### src/include/hdu_config.svh
// slot ids are plain binary, so HDU_SLOTS must equal 2**HDU_SLOT_ID_W for the wrap-around scan
`ifndef HDU_CONFIG_SVH
`define HDU_CONFIG_SVH

// architectural register file
`define HDU_REG_ADDR_W 5

// scoreboard geometry
`define HDU_SLOTS      8
`define HDU_SLOT_ID_W  3

// issue needs this many free slots, enough for a full pair
`define HDU_MIN_FREE   2

// execution unit codes, carried as a 2-bit field
`define HDU_EXU_W      2
`define HDU_EXU_ALU    2'd0
`define HDU_EXU_MUL    2'd1
`define HDU_EXU_DIV    2'd2
`define HDU_EXU_CSR    2'd3

`endif

### src/rtl/hdu_pkg.sv
// vector types only; all widths come from hdu_config.svh, which must be on the include path
`include "hdu_config.svh"

package hdu_pkg;

    // architectural register index, x0 is never tracked
    typedef logic [`HDU_REG_ADDR_W-1:0] reg_addr_t;

    // commit id, doubles as the scoreboard slot number
    typedef logic [`HDU_SLOT_ID_W-1:0] slot_id_t;

    // one bit per scoreboard slot
    typedef logic [`HDU_SLOTS-1:0] slot_mask_t;

    // execution unit code, see HDU_EXU_* macros
    typedef logic [`HDU_EXU_W-1:0] exu_type_t;

    // issue vector: bit0 is inst1, bit1 is inst2
    typedef logic [1:0] issue_t;

endpackage

### src/rtl/hdu_scoreboard.sv
// slot_rd_o/slot_exu_o hold stale data for free slots, qualify them with slot_valid_o
`timescale 1ns/1ps
`include "hdu_config.svh"

module hdu_scoreboard (
    input  logic                clk,
    input  logic                rst_n,
    input  hdu_pkg::issue_t     issue_i,
    input  logic [1:0]          rd_track_i,
    input  hdu_pkg::slot_id_t   alloc1_id_i,
    input  hdu_pkg::slot_id_t   alloc2_id_i,
    input  hdu_pkg::reg_addr_t  inst1_rd_i,
    input  hdu_pkg::reg_addr_t  inst2_rd_i,
    input  hdu_pkg::exu_type_t  inst1_exu_i,
    input  hdu_pkg::exu_type_t  inst2_exu_i,
    input  logic                commit_valid_i,
    input  logic                commit2_valid_i,
    input  hdu_pkg::slot_id_t   commit_id_i,
    input  hdu_pkg::slot_id_t   commit2_id_i,
    output hdu_pkg::slot_mask_t slot_valid_o,
    output hdu_pkg::reg_addr_t  slot_rd_o  [`HDU_SLOTS],
    output hdu_pkg::exu_type_t  slot_exu_o [`HDU_SLOTS],
    output logic                lock_o
);
    import hdu_pkg::*;

    slot_mask_t set_mask;   // slots claimed by this cycle's issue
    slot_mask_t clr_mask;   // slots freed by commits
    logic       wr1;
    logic       wr2;

    // only issued writers of a real rd occupy a slot
    assign wr1 = issue_i[0] & rd_track_i[0];
    assign wr2 = issue_i[1] & rd_track_i[1];

    always_comb begin
        set_mask = '0;
        clr_mask = '0;
        if (wr1) begin
            set_mask[alloc1_id_i] = 1'b1;
        end
        if (wr2) begin
            set_mask[alloc2_id_i] = 1'b1;
        end
        if (commit_valid_i) begin
            clr_mask[commit_id_i] = 1'b1;
        end
        if (commit2_valid_i) begin
            clr_mask[commit2_id_i] = 1'b1;
        end
    end

    // set applied after clear, so an allocation beats a commit on the same slot
    always_ff @(posedge clk or negedge rst_n) begin
        if (!rst_n) begin
            slot_valid_o <= '0;
        end else begin
            slot_valid_o <= (slot_valid_o & ~clr_mask) | set_mask;
        end
    end

    always_ff @(posedge clk) begin
        if (wr1) begin
            slot_rd_o[alloc1_id_i]  <= inst1_rd_i;
            slot_exu_o[alloc1_id_i] <= inst1_exu_i;
        end
        if (wr2) begin   // ids differ from inst1 whenever both issue
            slot_rd_o[alloc2_id_i]  <= inst2_rd_i;
            slot_exu_o[alloc2_id_i] <= inst2_exu_i;
        end
    end

    // any long instruction still in flight
    assign lock_o = |slot_valid_o;

endmodule

### src/rtl/hdu_slot_alloc.sv
// purely combinational; ids come from the registered valid bits, so freed slots show up a cycle late
`timescale 1ns/1ps
`include "hdu_config.svh"

module hdu_slot_alloc (
    input  hdu_pkg::slot_mask_t slot_valid_i,
    input  logic                inst1_valid_i,
    input  logic                inst2_valid_i,
    output hdu_pkg::slot_id_t   next_id1_o,
    output hdu_pkg::slot_id_t   next_id2_o,
    output logic                can_alloc_o
);
    import hdu_pkg::*;

    localparam int CNT_W = $clog2(`HDU_SLOTS + 1);

    logic [CNT_W-1:0] used_cnt;
    slot_id_t         first_free;
    slot_id_t         second_free;
    logic             found1;
    logic             found2;

    // occupancy count
    always_comb begin
        used_cnt = '0;
        for (int n = 0; n < `HDU_SLOTS; n++) begin
            used_cnt = used_cnt + CNT_W'(slot_valid_i[n]);
        end
    end

    assign can_alloc_o = (used_cnt <= CNT_W'(`HDU_SLOTS - `HDU_MIN_FREE));

    // lowest free slot
    always_comb begin
        first_free = '0;
        found1     = 1'b0;
        for (int n = 0; n < `HDU_SLOTS; n++) begin
            if (!found1 && !slot_valid_i[n]) begin
                first_free = slot_id_t'(n);
                found1     = 1'b1;
            end
        end
    end

    // next free after first_free, wrapping; id arithmetic wraps at HDU_SLOTS
    always_comb begin
        slot_id_t idx;
        second_free = '0;
        found2      = 1'b0;
        for (int k = 1; k < `HDU_SLOTS; k++) begin
            idx = first_free + slot_id_t'(k);
            if (!found2 && !slot_valid_i[idx]) begin
                second_free = idx;
                found2      = 1'b1;
            end
        end
    end

    // scan base is the raw first free slot, not the gated inst1 id
    assign next_id1_o = inst1_valid_i ? first_free : '0;
    assign next_id2_o = (inst2_valid_i && can_alloc_o) ? second_free : '0;

endmodule

### src/rtl/hdu_hazard_check.sv
// slots under commit this cycle are treated as free; pair WAW ignores the unit type
`timescale 1ns/1ps
`include "hdu_config.svh"

module hdu_hazard_check (
    input  logic                inst1_valid_i,
    input  hdu_pkg::reg_addr_t  inst1_rd_i,
    input  hdu_pkg::reg_addr_t  inst1_rs1_i,
    input  hdu_pkg::reg_addr_t  inst1_rs2_i,
    input  logic                inst1_rd_we_i,
    input  hdu_pkg::exu_type_t  inst1_exu_i,
    input  logic                inst2_valid_i,
    input  hdu_pkg::reg_addr_t  inst2_rd_i,
    input  hdu_pkg::reg_addr_t  inst2_rs1_i,
    input  hdu_pkg::reg_addr_t  inst2_rs2_i,
    input  logic                inst2_rd_we_i,
    input  hdu_pkg::exu_type_t  inst2_exu_i,
    input  hdu_pkg::slot_mask_t slot_valid_i,
    input  hdu_pkg::reg_addr_t  slot_rd_i  [`HDU_SLOTS],
    input  hdu_pkg::exu_type_t  slot_exu_i [`HDU_SLOTS],
    input  logic                commit_valid_i,
    input  logic                commit2_valid_i,
    input  hdu_pkg::slot_id_t   commit_id_i,
    input  hdu_pkg::slot_id_t   commit2_id_i,
    output logic                haz1_fifo_o,
    output logic                haz2_fifo_o,
    output logic                haz_pair_o,
    output logic [1:0]          rd_track_o
);
    import hdu_pkg::*;

    slot_mask_t slot_live;   // valid and not committing now
    slot_mask_t raw1_vec;
    slot_mask_t raw2_vec;
    slot_mask_t waw1_vec;
    slot_mask_t waw2_vec;
    logic       pair_raw;
    logic       pair_waw;

    // a valid reader with a nonzero source matching rd
    function automatic logic raw_hit(input logic vld, input reg_addr_t rs1,
                                     input reg_addr_t rs2, input reg_addr_t rd);
        logic hit1;
        logic hit2;
        hit1 = (rs1 != '0) && (rs1 == rd);
        hit2 = (rs2 != '0) && (rs2 == rd);
        return vld && (hit1 || hit2);
    endfunction

    // same rd from a different unit could write back out of order
    function automatic logic waw_hit(input logic track, input reg_addr_t rd,
                                     input exu_type_t exu, input reg_addr_t s_rd,
                                     input exu_type_t s_exu);
        return track && (rd == s_rd) && (exu != s_exu);
    endfunction

    // x0 and non-writers never occupy a slot
    assign rd_track_o[0] = inst1_valid_i && inst1_rd_we_i && (inst1_rd_i != '0);
    assign rd_track_o[1] = inst2_valid_i && inst2_rd_we_i && (inst2_rd_i != '0);

    for (genvar n = 0; n < `HDU_SLOTS; n++) begin : g_slot
        assign slot_live[n] = slot_valid_i[n]
                              && !(commit_valid_i  && (commit_id_i  == slot_id_t'(n)))
                              && !(commit2_valid_i && (commit2_id_i == slot_id_t'(n)));

        assign raw1_vec[n] = slot_live[n]
                             && raw_hit(inst1_valid_i, inst1_rs1_i, inst1_rs2_i, slot_rd_i[n]);
        assign raw2_vec[n] = slot_live[n]
                             && raw_hit(inst2_valid_i, inst2_rs1_i, inst2_rs2_i, slot_rd_i[n]);
        assign waw1_vec[n] = slot_live[n] && waw_hit(rd_track_o[0], inst1_rd_i, inst1_exu_i,
                                                     slot_rd_i[n], slot_exu_i[n]);
        assign waw2_vec[n] = slot_live[n] && waw_hit(rd_track_o[1], inst2_rd_i, inst2_exu_i,
                                                     slot_rd_i[n], slot_exu_i[n]);
    end

    assign haz1_fifo_o = |(raw1_vec | waw1_vec);
    assign haz2_fifo_o = |(raw2_vec | waw2_vec);

    // inst2 against inst1 in the same pair
    assign pair_raw   = rd_track_o[0]
                        && raw_hit(inst2_valid_i, inst2_rs1_i, inst2_rs2_i, inst1_rd_i);
    assign pair_waw   = rd_track_o[0] && rd_track_o[1] && (inst1_rd_i == inst2_rd_i);
    assign haz_pair_o = pair_raw || pair_waw;

endmodule

### src/rtl/hdu_issue_ctrl.sv
// issue decision ignores instruction valid bits; upstream drops issue bits of invalid slots
`timescale 1ns/1ps
`include "hdu_config.svh"

module hdu_issue_ctrl (
    input  logic               can_alloc_i,
    input  logic               irq_req_i,
    input  logic               inst1_jump_i,
    input  logic               inst1_branch_i,
    input  logic               haz1_fifo_i,
    input  logic               haz2_fifo_i,
    input  logic               haz_pair_i,
    input  hdu_pkg::slot_id_t  next_id1_i,
    input  hdu_pkg::slot_id_t  next_id2_i,
    output hdu_pkg::issue_t    issue_o,
    output hdu_pkg::slot_id_t  inst1_commit_id_o,
    output hdu_pkg::slot_id_t  inst2_commit_id_o
);
    import hdu_pkg::*;

    localparam issue_t ISSUE_NONE = 2'b00;
    localparam issue_t ISSUE_ONE  = 2'b01;   // inst1 only
    localparam issue_t ISSUE_BOTH = 2'b11;

    always_comb begin
        if (!can_alloc_i || irq_req_i || haz1_fifo_i) begin
            // full stall, pair held upstream
            issue_o = ISSUE_NONE;
        end else if (inst1_jump_i || inst1_branch_i) begin
            issue_o = ISSUE_ONE;             // control flow goes alone
        end else if (haz2_fifo_i || haz_pair_i) begin
            issue_o = ISSUE_ONE;             // inst2 retried next cycle
        end else begin
            issue_o = ISSUE_BOTH;
        end
    end

    // ids only mean something for issued instructions
    assign inst1_commit_id_o = issue_o[0] ? next_id1_i : '0;
    assign inst2_commit_id_o = issue_o[1] ? next_id2_i : '0;

endmodule

### src/rtl/hdu_top.sv
// issue_o and commit ids are combinational from inputs; an issue value of 11 with inst2 invalid is legal
`timescale 1ns/1ps
`include "hdu_config.svh"

module hdu_top (
    input  logic                clk,
    input  logic                rst_n,
    input  logic                inst1_valid_i,
    input  logic                inst2_valid_i,
    input  hdu_pkg::reg_addr_t  inst1_rd_i,
    input  hdu_pkg::reg_addr_t  inst1_rs1_i,
    input  hdu_pkg::reg_addr_t  inst1_rs2_i,
    input  hdu_pkg::reg_addr_t  inst2_rd_i,
    input  hdu_pkg::reg_addr_t  inst2_rs1_i,
    input  hdu_pkg::reg_addr_t  inst2_rs2_i,
    input  logic                inst1_rd_we_i,
    input  logic                inst2_rd_we_i,
    input  hdu_pkg::exu_type_t  inst1_exu_i,
    input  hdu_pkg::exu_type_t  inst2_exu_i,
    input  logic                commit_valid_i,
    input  logic                commit2_valid_i,
    input  hdu_pkg::slot_id_t   commit_id_i,
    input  hdu_pkg::slot_id_t   commit2_id_i,
    input  logic                irq_req_i,
    input  logic                inst1_jump_i,
    input  logic                inst1_branch_i,
    output hdu_pkg::issue_t     issue_o,
    output hdu_pkg::slot_id_t   inst1_commit_id_o,
    output hdu_pkg::slot_id_t   inst2_commit_id_o,
    output logic                long_inst_lock_o
);
    import hdu_pkg::*;

    slot_mask_t slot_valid;
    reg_addr_t  slot_rd  [`HDU_SLOTS];
    exu_type_t  slot_exu [`HDU_SLOTS];
    slot_id_t   next_id1;
    slot_id_t   next_id2;
    logic       can_alloc;
    logic       haz1_fifo;
    logic       haz2_fifo;
    logic       haz_pair;
    logic [1:0] rd_track;   // per instruction: valid, writes, rd != x0

    hdu_scoreboard u_scoreboard (
        .clk             (clk),
        .rst_n           (rst_n),
        .issue_i         (issue_o),
        .rd_track_i      (rd_track),
        .alloc1_id_i     (inst1_commit_id_o),
        .alloc2_id_i     (inst2_commit_id_o),
        .inst1_rd_i      (inst1_rd_i),
        .inst2_rd_i      (inst2_rd_i),
        .inst1_exu_i     (inst1_exu_i),
        .inst2_exu_i     (inst2_exu_i),
        .commit_valid_i  (commit_valid_i),
        .commit2_valid_i (commit2_valid_i),
        .commit_id_i     (commit_id_i),
        .commit2_id_i    (commit2_id_i),
        .slot_valid_o    (slot_valid),
        .slot_rd_o       (slot_rd),
        .slot_exu_o      (slot_exu),
        .lock_o          (long_inst_lock_o)
    );

    hdu_slot_alloc u_slot_alloc (
        .slot_valid_i  (slot_valid),
        .inst1_valid_i (inst1_valid_i),
        .inst2_valid_i (inst2_valid_i),
        .next_id1_o    (next_id1),
        .next_id2_o    (next_id2),
        .can_alloc_o   (can_alloc)
    );

    hdu_hazard_check u_hazard_check (
        .inst1_valid_i   (inst1_valid_i),
        .inst1_rd_i      (inst1_rd_i),
        .inst1_rs1_i     (inst1_rs1_i),
        .inst1_rs2_i     (inst1_rs2_i),
        .inst1_rd_we_i   (inst1_rd_we_i),
        .inst1_exu_i     (inst1_exu_i),
        .inst2_valid_i   (inst2_valid_i),
        .inst2_rd_i      (inst2_rd_i),
        .inst2_rs1_i     (inst2_rs1_i),
        .inst2_rs2_i     (inst2_rs2_i),
        .inst2_rd_we_i   (inst2_rd_we_i),
        .inst2_exu_i     (inst2_exu_i),
        .slot_valid_i    (slot_valid),
        .slot_rd_i       (slot_rd),
        .slot_exu_i      (slot_exu),
        .commit_valid_i  (commit_valid_i),
        .commit2_valid_i (commit2_valid_i),
        .commit_id_i     (commit_id_i),
        .commit2_id_i    (commit2_id_i),
        .haz1_fifo_o     (haz1_fifo),
        .haz2_fifo_o     (haz2_fifo),
        .haz_pair_o      (haz_pair),
        .rd_track_o      (rd_track)
    );

    hdu_issue_ctrl u_issue_ctrl (
        .can_alloc_i       (can_alloc),
        .irq_req_i         (irq_req_i),
        .inst1_jump_i      (inst1_jump_i),
        .inst1_branch_i    (inst1_branch_i),
        .haz1_fifo_i       (haz1_fifo),
        .haz2_fifo_i       (haz2_fifo),
        .haz_pair_i        (haz_pair),
        .next_id1_i        (next_id1),
        .next_id2_i        (next_id2),
        .issue_o           (issue_o),
        .inst1_commit_id_o (inst1_commit_id_o),
        .inst2_commit_id_o (inst2_commit_id_o)
    );

endmodule

### config.mk
export PLATFORM = sky130hd
export DESIGN_NAME = hdu_top
export DESIGN_NICKNAME = d
export VERILOG_FILES = /design/src/rtl/hdu_pkg.sv /design/src/rtl/hdu_scoreboard.sv /design/src/rtl/hdu_slot_alloc.sv /design/src/rtl/hdu_hazard_check.sv /design/src/rtl/hdu_issue_ctrl.sv /design/src/rtl/hdu_top.sv
export VERILOG_INCLUDE_DIRS = /design/src /design/src/include
export SDC_FILE = /design/constraint.sdc
export NUM_CORES = 1
export LEC_CHECK = 0
export BUFFER_PORTS_ARGS = -buffer_cell sky130_fd_sc_hd__buf_2
export CAP_MARGIN = 15
export CORE_AREA = 2 2 168 170
export CTS_BUF_LIST = sky130_fd_sc_hd__clkbuf_2
export DETAILED_ROUTE_END_ITERATION = 8
export DIE_AREA = 0 0 170 172
export SYNTH_ARGS = -nofsm -noshare
export SYNTH_HDL_FRONTEND = slang
export SYNTH_SLANG_ARGS = --single-unit
### constraint.sdc
create_clock -name clk -period 8.4 [get_ports clk]
set_input_delay 1.26 -clock clk [delete_from_list [all_inputs] [get_ports clk]]
set_output_delay 1.26 -clock clk [all_outputs]
set_load 0.01 [all_outputs]
# --- Word-level counts from Yosys, hierarchy flattened ---
# Cells that the tools add are included.
op_classes:
  add_sub_neg: 14
  bitwise_logic: 11
  mux: 76
  n_eq_ne: 81
  reduce_logical: 248
  n_lt_le_gt_ge: 20
op_table:
  columns: ["op", "count"]
  rows:
  - ["$eq A5 B5 Y1", 51]
  - ["$logic_and A1 B1 Y1", 174]
  - ["$bwmux W40", 2]
  - ["$mux W40", 2]
  - ["$mux W3", 15]
  - ["$lt A3 B4 Y1 const B", 11]
  - ["$logic_not A1 Y1", 41]
  - ["$or A8 B8 Y8", 5]
  - ["$bwmux W16", 2]
  - ["$mux W16", 2]
  - ["$mux W8", 4]
  - ["$ne A2 B2 Y1", 16]
  - ["$demux W5 S3", 2]
  - ["$reduce_bool A5 Y1", 6]
  - ["$mux W1", 25]
  - ["$add A4 B1 Y4", 6]
  - ["$eq A3 B3 Y1 const B", 8]
  - ["$reduce_or A8 Y1", 3]
  - ["$logic_or A1 B1 Y1", 22]
  - ["$bmux W1 S3", 7]
  - ["$mux W2", 7]
  - ["$add A3 B3 Y3 const B", 4]
  - ["$demux W1 S3", 4]
  - ["$demux W2 S3", 2]
  - ["15 further kinds", 29]
totals:
  input_bits: 51
  ff_bits: 64

# --- Longest topological paths before layout ---
# Gate-level depths: netlist of the first run.
depth:
  word_depth: 51
  mapped_depth: 18
  ltp_nobuf: 16

# --- Cells and area by module ---
# A second synthesis of the first run with hierarchy kept.
hier_totals:
  hier_cells: 1150
  area_unflattened_um2: 8877.3
modules_own_cells:
  columns: ["mod", "cells_per_inst", "instances", "area_per_inst_um2"]
  rows:
  - ["hdu_hazard_check", 552, 1, 4291.6]
  - ["hdu_scoreboard", 422, 1, 3294.4]
  - ["hdu_slot_alloc", 166, 1, 1216.2]
  - ["hdu_issue_ctrl", 10, 1, 75.1]

# --- Worst setup path before layout of the first run ---
# Ideal clock, no wire load.
synth_timing:
  kind: "register to output"
  from: "reg u_scoreboard.slot_valid_o[0]"
  to: "out inst2_commit_id_o[0]"
  path_buffers: 0
  path_stages_with_launch: 16
  required_ns: 7.140
  slack_ns: 3.484
  arrival_ns: 3.656
  cell_sequence: "dfrtp_1 inv_1 ha_1 inv_1 fa_1 fa_1 fa_1 inv_1 fa_1 a31oi_1 a31oi_1 nor2_1 o211a_1 and4_1 inv_1 nor2_1"
synth_between:
  elab_chain_len: 43
synth_lines:
  columns: ["item", "line", "source"]
  rows:
  - ["from (decl)", "hdu_scoreboard.sv:20", "output hdu_pkg::slot_mask_t slot_valid_o,"]
  - ["from (signal assigned)", "hdu_scoreboard.sv:58", "slot_valid_o <= (slot_valid_o & ~clr_mask) | set_mask;"]
  - ["$mux W1 or $logic_and A1 B1 Y1 (tied branches)", "hdu_slot_alloc.sv:38", "if (!found1 && !slot_valid_i[n]) begin"]
  - ["$mux W1", "hdu_slot_alloc.sv:38", null]
  - ["$logic_not A1 Y1", "hdu_slot_alloc.sv:38", null]
  - ["$logic_and A1 B1 Y1", "hdu_slot_alloc.sv:38", null]
  - ["$mux W1", "hdu_slot_alloc.sv:38", null]
  - ["$logic_not A1 Y1", "hdu_slot_alloc.sv:38", null]
  - ["$logic_and A1 B1 Y1", "hdu_slot_alloc.sv:38", null]
  - ["$mux W1", "hdu_slot_alloc.sv:38", null]
  - ["[27 not listed]", null, null]
  - ["$logic_not A1 Y1", "hdu_slot_alloc.sv:52", "if (!found2 && !slot_valid_i[idx]) begin"]
  - ["$logic_and A1 B1 Y1", "hdu_slot_alloc.sv:52", null]
  - ["$mux W1", "hdu_slot_alloc.sv:52", null]
  - ["$logic_not A1 Y1", "hdu_slot_alloc.sv:52", null]
  - ["$logic_and A1 B1 Y1", "hdu_slot_alloc.sv:52", null]
  - ["$mux W3", "hdu_slot_alloc.sv:52", null]
  - ["$mux W3", "hdu_slot_alloc.sv:61", "assign next_id2_o = (inst2_valid_i && can_alloc_o) ? second_free : '0;"]
  - ["$mux W3 (*)", "hdu_issue_ctrl.sv:40", "assign inst2_commit_id_o = issue_o[1] ? next_id2_i : '0;"]
  - ["to (decl)", "hdu_top.sv:29", "output hdu_pkg::slot_id_t inst2_commit_id_o,"]
# Mark *: on every way between the ends. The rest lies on a longest branch, timed or not. The select of a mux whose other input is x is not followed.

# --- Worst setup path in the final report of the first run ---
layout_timing:
  from: "reg u_scoreboard.slot_valid_o[0]"
  to: "out inst2_commit_id_o[2]"
# The elaborated chain is that of the path after synthesis.

==> results.json, run 1 <==
{
  "grt_pass1_wl_um": 40700,
  "grt-ovfl-total": 0,
  "cts_tree": "yes",
  "routedWlPerCell_um": 20.7,
  "fin_tns_setup_ns": 0,
  "dpl_cell_area_um2": 8490,
  "critPathKind": "register to output port",
  "period_minus_slack_ns": 6.68,
  "max-clock-path-buffers": 2,
  "hold_buffers": 0,
  "cts_root_buf": "clkbuf_2",
  "setup_violations": 0,
  "clock_skew_ns": 0.0199,
  "crit_path_max_fanout": 16,
  "power_density_nw_per_um2": 287,
  "p_leak_nw": 3.33,
  "final_layout_size_suffix_gt1_share_pct": 23.8,
  "peakVddDrop_v": 0.000126,
  "route.detailed.drc": 0,
  "path_cells": "ha_1 > nand3_1 > nor2_2 > a22oi_2 > nor2_1 > inv_1 > ha_1 > xnor2_2 > o21ai_0 > a21o_1 > and2_1 > or4_1 > o21ai_0 > a32o_1 > nor2_1 > buf_2",
  "worstSetupEndpointType": "output port",
  "place_hpwl_um": 19500,
  "insertion_delay_ns": 0.54,
  "fp.dieW_um": 170,
  "setup_slack_ns": 1.72,
  "h-tree-depth": 3,
  "crit_required_ns": 7.14,
  "dieArea_um2": 29200,
  "power.total_mw": 2.47,
  "synthCells": 951,
  "portBuffers": 59,
  "hp-class": "input port to asynchronous set/reset pin",
  "slew_headroom_pct": 33.7,
  "crit_path_top_delay_cell": "a32o_1",
  "antenna_found_initial": 4,
  "async_reset_ff_share_pct": 12.5,
  "vias_per_cell": 5.54,
  "cp_top_family": "simple AND/OR/NAND/NOR gates",
  "finalHoldViolations": 0,
  "final_cells": 1276,
  "grt_pass1_vias": 6896,
  "die_height_um": 172,
  "ys_warn_count": 0,
  "pre_cts_slack_ns": 2.35,
  "maxCapViolations": 0,
  "clk_pin_slew_ns": 0.18,
  "multi_input_area_um2": 6310,
  "syn-num-nets": 1014,
  "final_util_pct": 31.3,
  "cts-buffers-inserted": 9,
  "synth-edff-count": 0,
  "grt_max_degree": 21,
  "finalCritPeriodShare_pct": 79.5,
  "grt_usage_pct": 18.0,
  "crit_arrival_ns": 5.42,
  "crit_path_start_kind": "register",
  "synth_seq_cells": 64,
  "syn_to_final_growth_pct": 5.43,
  "yosys.area.top_type": "xnor2_1",
  "initial_core_util_pct": 29.7,
  "cts_resized": 0,
  "ys_seq_area_share_pct": 16.2,
  "nFillCells": 2878,
  "std_cell_rows": 61,
  "tightest_slew_ns": 0.988,
  "synth_flop_cell": "dfxtp_1",
  "final_area_um2": 8600,
  "firstDrtPassIters": 5,
  "path_buf_inv": 2,
  "slew_violations": 0,
  "clock-sinks": 64,
  "dp.cells": 1257,
  "num_vias": 7064,
  "synth.distinct_cells": 85,
  "ioPinCount": 60,
  "status": "completed",
  "drt_first_iter_violations": 524,
  "cts_setup_buffers": 0,
  "synth_area_leaders": "xnor2_1 (15%), xor2_1 (15%), mux2_2 (14%)",
  "clock.fmax_ghz": 0.150,
  "rsz0062_at_grt": "no",
  "synthesis.area_um2": 8160,
  "synth.top_cell.area_share_pct": 15.5,
  "drt_wl_total_um": 26400,
  "slowest_delay_ns": 0.74,
  "whs_ns": 0.544,
  "core_area_um2": 27500,
  "nets": 985,
  "gp_routability_congestion": 0.896,
  "seq_area_um2": 1320,
  "syn_avg_cell_area_um2": 8.58,
  "antenna_left": 0
}
## kinds of logic after synthesis
kind of cell	share of synthesized area, %
xor+xnor	31.3
compound gates	11.2
buf+inv	6.45
flops	16.2
fa+ha+maj	2.21
mux	15.8
simple gates	16.8
## cells in the final DEF, fill, tap and decap left out, drive strengths merged, types with 7 or more instances in the layout
cell	count
ha	8
nand2	24
dfxtp	56
nand4	35
xor2	144
nor3	39
a211oi	7
o21ai	17
xnor2	146
mux2	113
and3	7
inv	25
nor2	37
dfrtp	8
buf	63
nor4	12
nand3	26
a31oi	11
clkbuf	10
a2111oi	15
a21oi	16
## cells in the mapped netlist, drive strengths merged, types with 3 or more instances
| master | count |
|---|---|
| a2111oi | 15 |
| a211oi | 7 |
| a21oi | 16 |
| a31o | 3 |
| a31oi | 11 |
| and2 | 6 |
| and3 | 7 |
| buf | 36 |
| clkbuf | 67 |
| dfrtp | 8 |
| dfxtp | 56 |
| fa | 4 |
| ha | 8 |
| inv | 25 |
| mux2 | 113 |
| nand2 | 24 |
| nand2b | 3 |
| nand3 | 26 |
| nand4 | 35 |
| nand4b | 6 |
| nor2 | 37 |
| nor2b | 3 |
| nor3 | 39 |
| nor4 | 12 |
| nor4bb | 4 |
| o2111ai | 4 |
| o211a | 3 |
| o21ai | 17 |
| o22ai | 6 |
| o311ai | 6 |
| o31ai | 4 |
| or2 | 5 |
| or3 | 4 |
| or4 | 4 |
| xnor2 | 146 |
| xor2 | 144 |
## sequential cells by signal, summed over array words and instances, names as in the netlist
| name | flops |
|---|---|
| u_scoreboard.slot_rd_o | 40 |
| u_scoreboard.slot_exu_o | 16 |
| u_scoreboard.slot_valid_o | 8 |
## area by class of cell
class,count,share of cell area (%)
inverters,25,1.09
flip-flops and latches,64,15.4
clock inverters,6,0.698
multi-input cells,759,73.4
repair buffers,63,3.78
diodes,3,0.0872
well taps,346,5.03
clock buffers,10,0.582
## where the power goes
group          leakage (nW)  total (mW)  switching [mW]  internal [mW]
Combinational          2.70        1.56           0.827          0.732
Clock                0.0677       0.189           0.121         0.0681
Sequential            0.569       0.725           0.310          0.416
## layer usage
layer  global-route usage [%]  wire length [µm]
met3                     3.20              1740
met2                     30.6             12700
met4                     6.80               871
met1                     22.7             11100
met5                        0                13
## final timing paths
path	startpoint	to	slack [ns]	cells after the start
min in group clk	u_scoreboard.slot_exu_o[2]	u_scoreboard.slot_exu_o[2]	0.71	2
max in group asynchronous	rst_n	u_scoreboard.slot_valid_o[0]	7.67	1
worst max register to register	u_scoreboard.slot_valid_o[0]	u_scoreboard.slot_exu_o[15]	2.83	16
worst min register to register	u_scoreboard.slot_exu_o[2]	u_scoreboard.slot_exu_o[2]	0.71	2
worst max-delay path	u_scoreboard.slot_valid_o[0]	inst2_commit_id_o[2]	1.72	16
worst min-delay path	rst_n	u_scoreboard.slot_valid_o[2]	0.54	1
## worst register-to-register path, cell delays in order, from the launching register on
cell,delay (ns)
dfrtp_1,0.53
ha_1,0.53
nand3_1,0.18
nor2_2,0.22
a22oi_2,0.14
nor2_1,0.44
inv_1,0.19
ha_1,0.27
xnor2_2,0.41
o21ai_0,0.14
a21o_1,0.20
and2_1,0.15
or4_1,0.40
o21ai_0,0.09
a32o_1,0.74
nand3_2,0.45
mux2_2,0.40
(Power assumes the default switching activity.)
==> run 2: changes to the inputs <==
--- a/config.mk
+++ b/config.mk
@@ -6,12 +6,13 @@
 export SDC_FILE = /design/constraint.sdc
 export NUM_CORES = 1
 export LEC_CHECK = 0
+export ABC_AREA = 1
 export BUFFER_PORTS_ARGS = -buffer_cell sky130_fd_sc_hd__buf_2
 export CAP_MARGIN = 15
-export CORE_AREA = 2 2 168 170
+export CORE_AREA = 2 2 171 173
 export CTS_BUF_LIST = sky130_fd_sc_hd__clkbuf_2
 export DETAILED_ROUTE_END_ITERATION = 8
-export DIE_AREA = 0 0 170 172
+export DIE_AREA = 0 0 173 175
 export SYNTH_ARGS = -nofsm -noshare
 export SYNTH_HDL_FRONTEND = slang
 export SYNTH_SLANG_ARGS = --single-unit
==> constraint.sdc (replaced) <==
create_clock -name clk -period 6.2 [get_ports clk]
set_input_delay 0.93 -clock clk [delete_from_list [all_inputs] [get_ports clk]]
set_output_delay 0.93 -clock clk [all_outputs]
set_load 0.01 [all_outputs]
==> results.json, run 2 <==
{
  "hold_buffers": 0,
  "drt_wl_total_um": 29300,
  "regToRegSetupSlack_ns": 1.09,
  "crit_arrival_ns": 4.85,
  "slowest_delay_ns": 0.49,
  "insertion_delay_ns": 0.56,
  "ys_seq_area_share_pct": 15.7,
  "finalCritPeriodShare_pct": 93.2,
  "finalHoldViolations": 0,
  "nets": 1358,
  "regMostFlops": "u_scoreboard.slot_rd_o",
  "grt-ovfl-total": 0,
  "portBuffers": 59,
  "clock-sinks": 64,
  "peakVddDrop_v": 0.0000761,
  "clock.fmax_ghz": 0.173,
  "p_leak_nw": 4.17,
  "crit_top_cell": "fa_1",
  "p_sw_mw": 0.934,
  "worstRegToRegCells": 23,
  "yosys.area.top_type": "nand2_1",
  "combPwrFrac_pct": 52.4,
  "grt_use_met2_pct": 32.3,
  "largest_register_ffs": 40,
  "synth_seq_cells": 64,
  "seq_power_share_pct": 34.0,
  "route.detailed.drc": 0,
  "slew_headroom_pct": 48.9,
  "period_minus_slack_ns": 5.78,
  "antenna_found_initial": 4,
  "seq_area_um2": 1320,
  "synth_common_cells": "nand2_1 (358), xor2_1 (147), xnor2_1 (129), nand3_1 (123), nor2_1 (83)",
  "crit_path_start_kind": "register",
  "cts_root_buf": "clkbuf_2",
  "grt_pass1_vias": 7731,
  "cts_resized": 0,
  "critPathKind": "register to output port",
  "grt_pass1_wl_um": 45100,
  "grt_max_degree": 26,
  "power.share.switching_pct": 49.0,
  "final_layout_size_suffix_gt1_share_pct": 9.46,
  "synth.distinct_cells": 42,
  "synth_flop_cell": "dfxtp_1",
  "top_regs": "u_scoreboard.slot_rd_o (40), u_scoreboard.slot_exu_o (16), u_scoreboard.slot_valid_o (8)",
  "grt-busiest-layer": "met2",
  "slew_violations": 0,
  "h-tree-depth": 3,
  "synthesis.area_um2": 8420,
  "cp_top_family": "adder cells",
  "die_height_um": 175,
  "grt_usage_pct": 19.1,
  "cts-buffers-inserted": 9,
  "clock_skew_ns": 0.0336,
  "crit_path_max_fanout": 5,
  "synth.top_cell.area_share_pct": 16.0,
  "max-clock-path-buffers": 2,
  "setup_violations": 0,
  "initial_core_util_pct": 29.7,
  "ioPinCount": 60,
  "synth_fa_ha_area_share_pct": 2.14,
  "syn_avg_cell_area_um2": 6.36,
  "synth.most_common_cell": "nand2_1",
  "antenna_left": 0,
  "synth_top_family_by_area": "simple AND/OR/NAND/NOR gates",
  "synth-simple-area-share_pct": 36.5,
  "mostFrequentLayoutCell": "nand2_1",
  "routedWlPerCell_um": 17.4,
  "worstSetupEndpointType": "output port",
  "firstDrtPassIters": 6,
  "gp_routability_congestion": 0.921,
  "dp.cells": 1668,
  "path_buf_inv": 4,
  "path_cells": "inv_1 > ha_1 > inv_1 > fa_1 > fa_1 > fa_1 > inv_1 > fa_1 > nand3b_1 > o21ai_0 > nor2_1 > nand2_1 > nor2_1 > nand3_1 > nor3_2 > nand2_1 > a21oi_1 > buf_2",
  "syn-num-nets": 1388,
  "grt.met1_usage_pct": 24.7,
  "core_area_um2": 28400,
  "syn_to_final_growth_pct": 4.40,
  "synth_xor_xnor_area_share_pct": 28.9,
  "layout_common_cells": "nand2_1 (358), xor2_1 (147), xnor2_1 (129), nand3_1 (123), nor2_1 (83)",
  "fp.dieW_um": 173,
  "synth-edff-count": 0,
  "tightest_slew_ns": 0.761,
  "drt_first_iter_violations": 851,
  "hp-class": "input port to asynchronous set/reset pin",
  "status": "completed",
  "power_density_nw_per_um2": 217,
  "cts_setup_buffers": 0,
  "grtUsageMet3_pct": 2.31,
  "p_clk_share_pct": 13.6,
  "fin_tns_setup_ns": 0,
  "ys_warn_count": 0,
  "synthMuxAreaShare_pct": 0,
  "pre_cts_slack_ns": 1.01,
  "num_vias": 8425,
  "cts_tree": "yes",
  "place_hpwl_um": 21800,
  "synth_area_leaders": "nand2_1 (16%), xor2_1 (15%), xnor2_1 (13%)",
  "multi_input_area_um2": 6270,
  "p_int_mw": 0.974,
  "timing.rr.end": "u_scoreboard.slot_rd_o[14]",
  "clk_pin_slew_ns": 0.20,
  "synth_compound_area_share_pct": 6.92,
  "std_cell_rows": 62,
  "setup_slack_ns": 0.423,
  "async_reset_ff_share_pct": 12.5,
  "synthCells": 1325,
  "dieArea_um2": 30300,
  "nFillCells": 3160,
  "rsz0062_at_grt": "no",
  "final_cells": 1686,
  "timing.rr.start": "u_scoreboard.slot_valid_o[0]",
  "crit_required_ns": 5.27,
  "crit_path_top_delay_cell": "fa_1",
  "maxCapViolations": 0,
  "vias_per_cell": 5.00
}
## run 2: how the worst max path moves through the flow
stage          slack [ns]                    startpoint  cells after the start                    to
6_report             0.42  u_scoreboard.slot_valid_o[0]                     18  inst2_commit_id_o[2]
2_1_floorplan        1.54  u_scoreboard.slot_valid_o[0]                     17  inst2_commit_id_o[2]
3_3_place_gp         1.13  u_scoreboard.slot_valid_o[0]                     18  inst2_commit_id_o[2]
5_1_grt              0.08  u_scoreboard.slot_valid_o[0]                     18  inst2_commit_id_o[2]
4_1_cts              0.37  u_scoreboard.slot_valid_o[0]                     18  inst2_commit_id_o[2]
3_5_place_dp         1.01  u_scoreboard.slot_valid_o[0]                     18  inst2_commit_id_o[2]
## run 2: kinds of logic after synthesis
family	Yosys count
simple gates	684
flops	64
buf+inv	181
compound gates	107
xor+xnor	277
fa+ha+maj	12
## run 2: final cells by class
type	instances	area share [%]
multi-input combinational	1080	71.3
sequential	64	15.0
tap	384	5.47
timing repair buffer	61	3.53
inverter	79	3.37
clock buffer	12	0.683
clock inverter	4	0.512
antenna	2	0.0569
## run 2: through the flow
stage / utilization, % / power (mW) / hold slack, ns / cell area [µm²]
2_1_floorplan: - / 1.44 / 0.567 / 8420
3_3_place_gp: 30.6 / 1.62 / 0.599 / 8680
3_5_place_dp: 30.6 / 1.64 / 0.604 / 8680
4_1_cts: 30.9 / 1.90 / 0.166 / 8790
5_1_grt: 31.0 / 2.07 / 0.155 / 8790
6_report: 31.0 / 1.91 / 0.185 / 8790
## run 2: layer usage
layer  vias up  part of all wire, %
met2       308                   46
met3        62                  6.6
met5         -                0.079
li1       4144                    -
met1      3907                   43
met4         4                  3.7
## run 2: power by group through the flow
stage               Clock (mW)  Sequential, mW  Combinational (mW)
finish                   0.260           0.649               0.999
detailed placement           0           0.654               0.983
floorplan                    0           0.509               0.928
global placement             0           0.648               0.968
CTS                      0.263           0.644               0.989
global route             0.279           0.659                1.13
## run 2: worst reg2reg max path, delay by kind of cell (launching register included)
family | cells | cell delay [ns]
buf+inv | 5 | 0.58
flops | 1 | 0.48
compound gates | 1 | 0.08
simple gates | 12 | 1.92
fa+ha+maj | 5 | 1.97
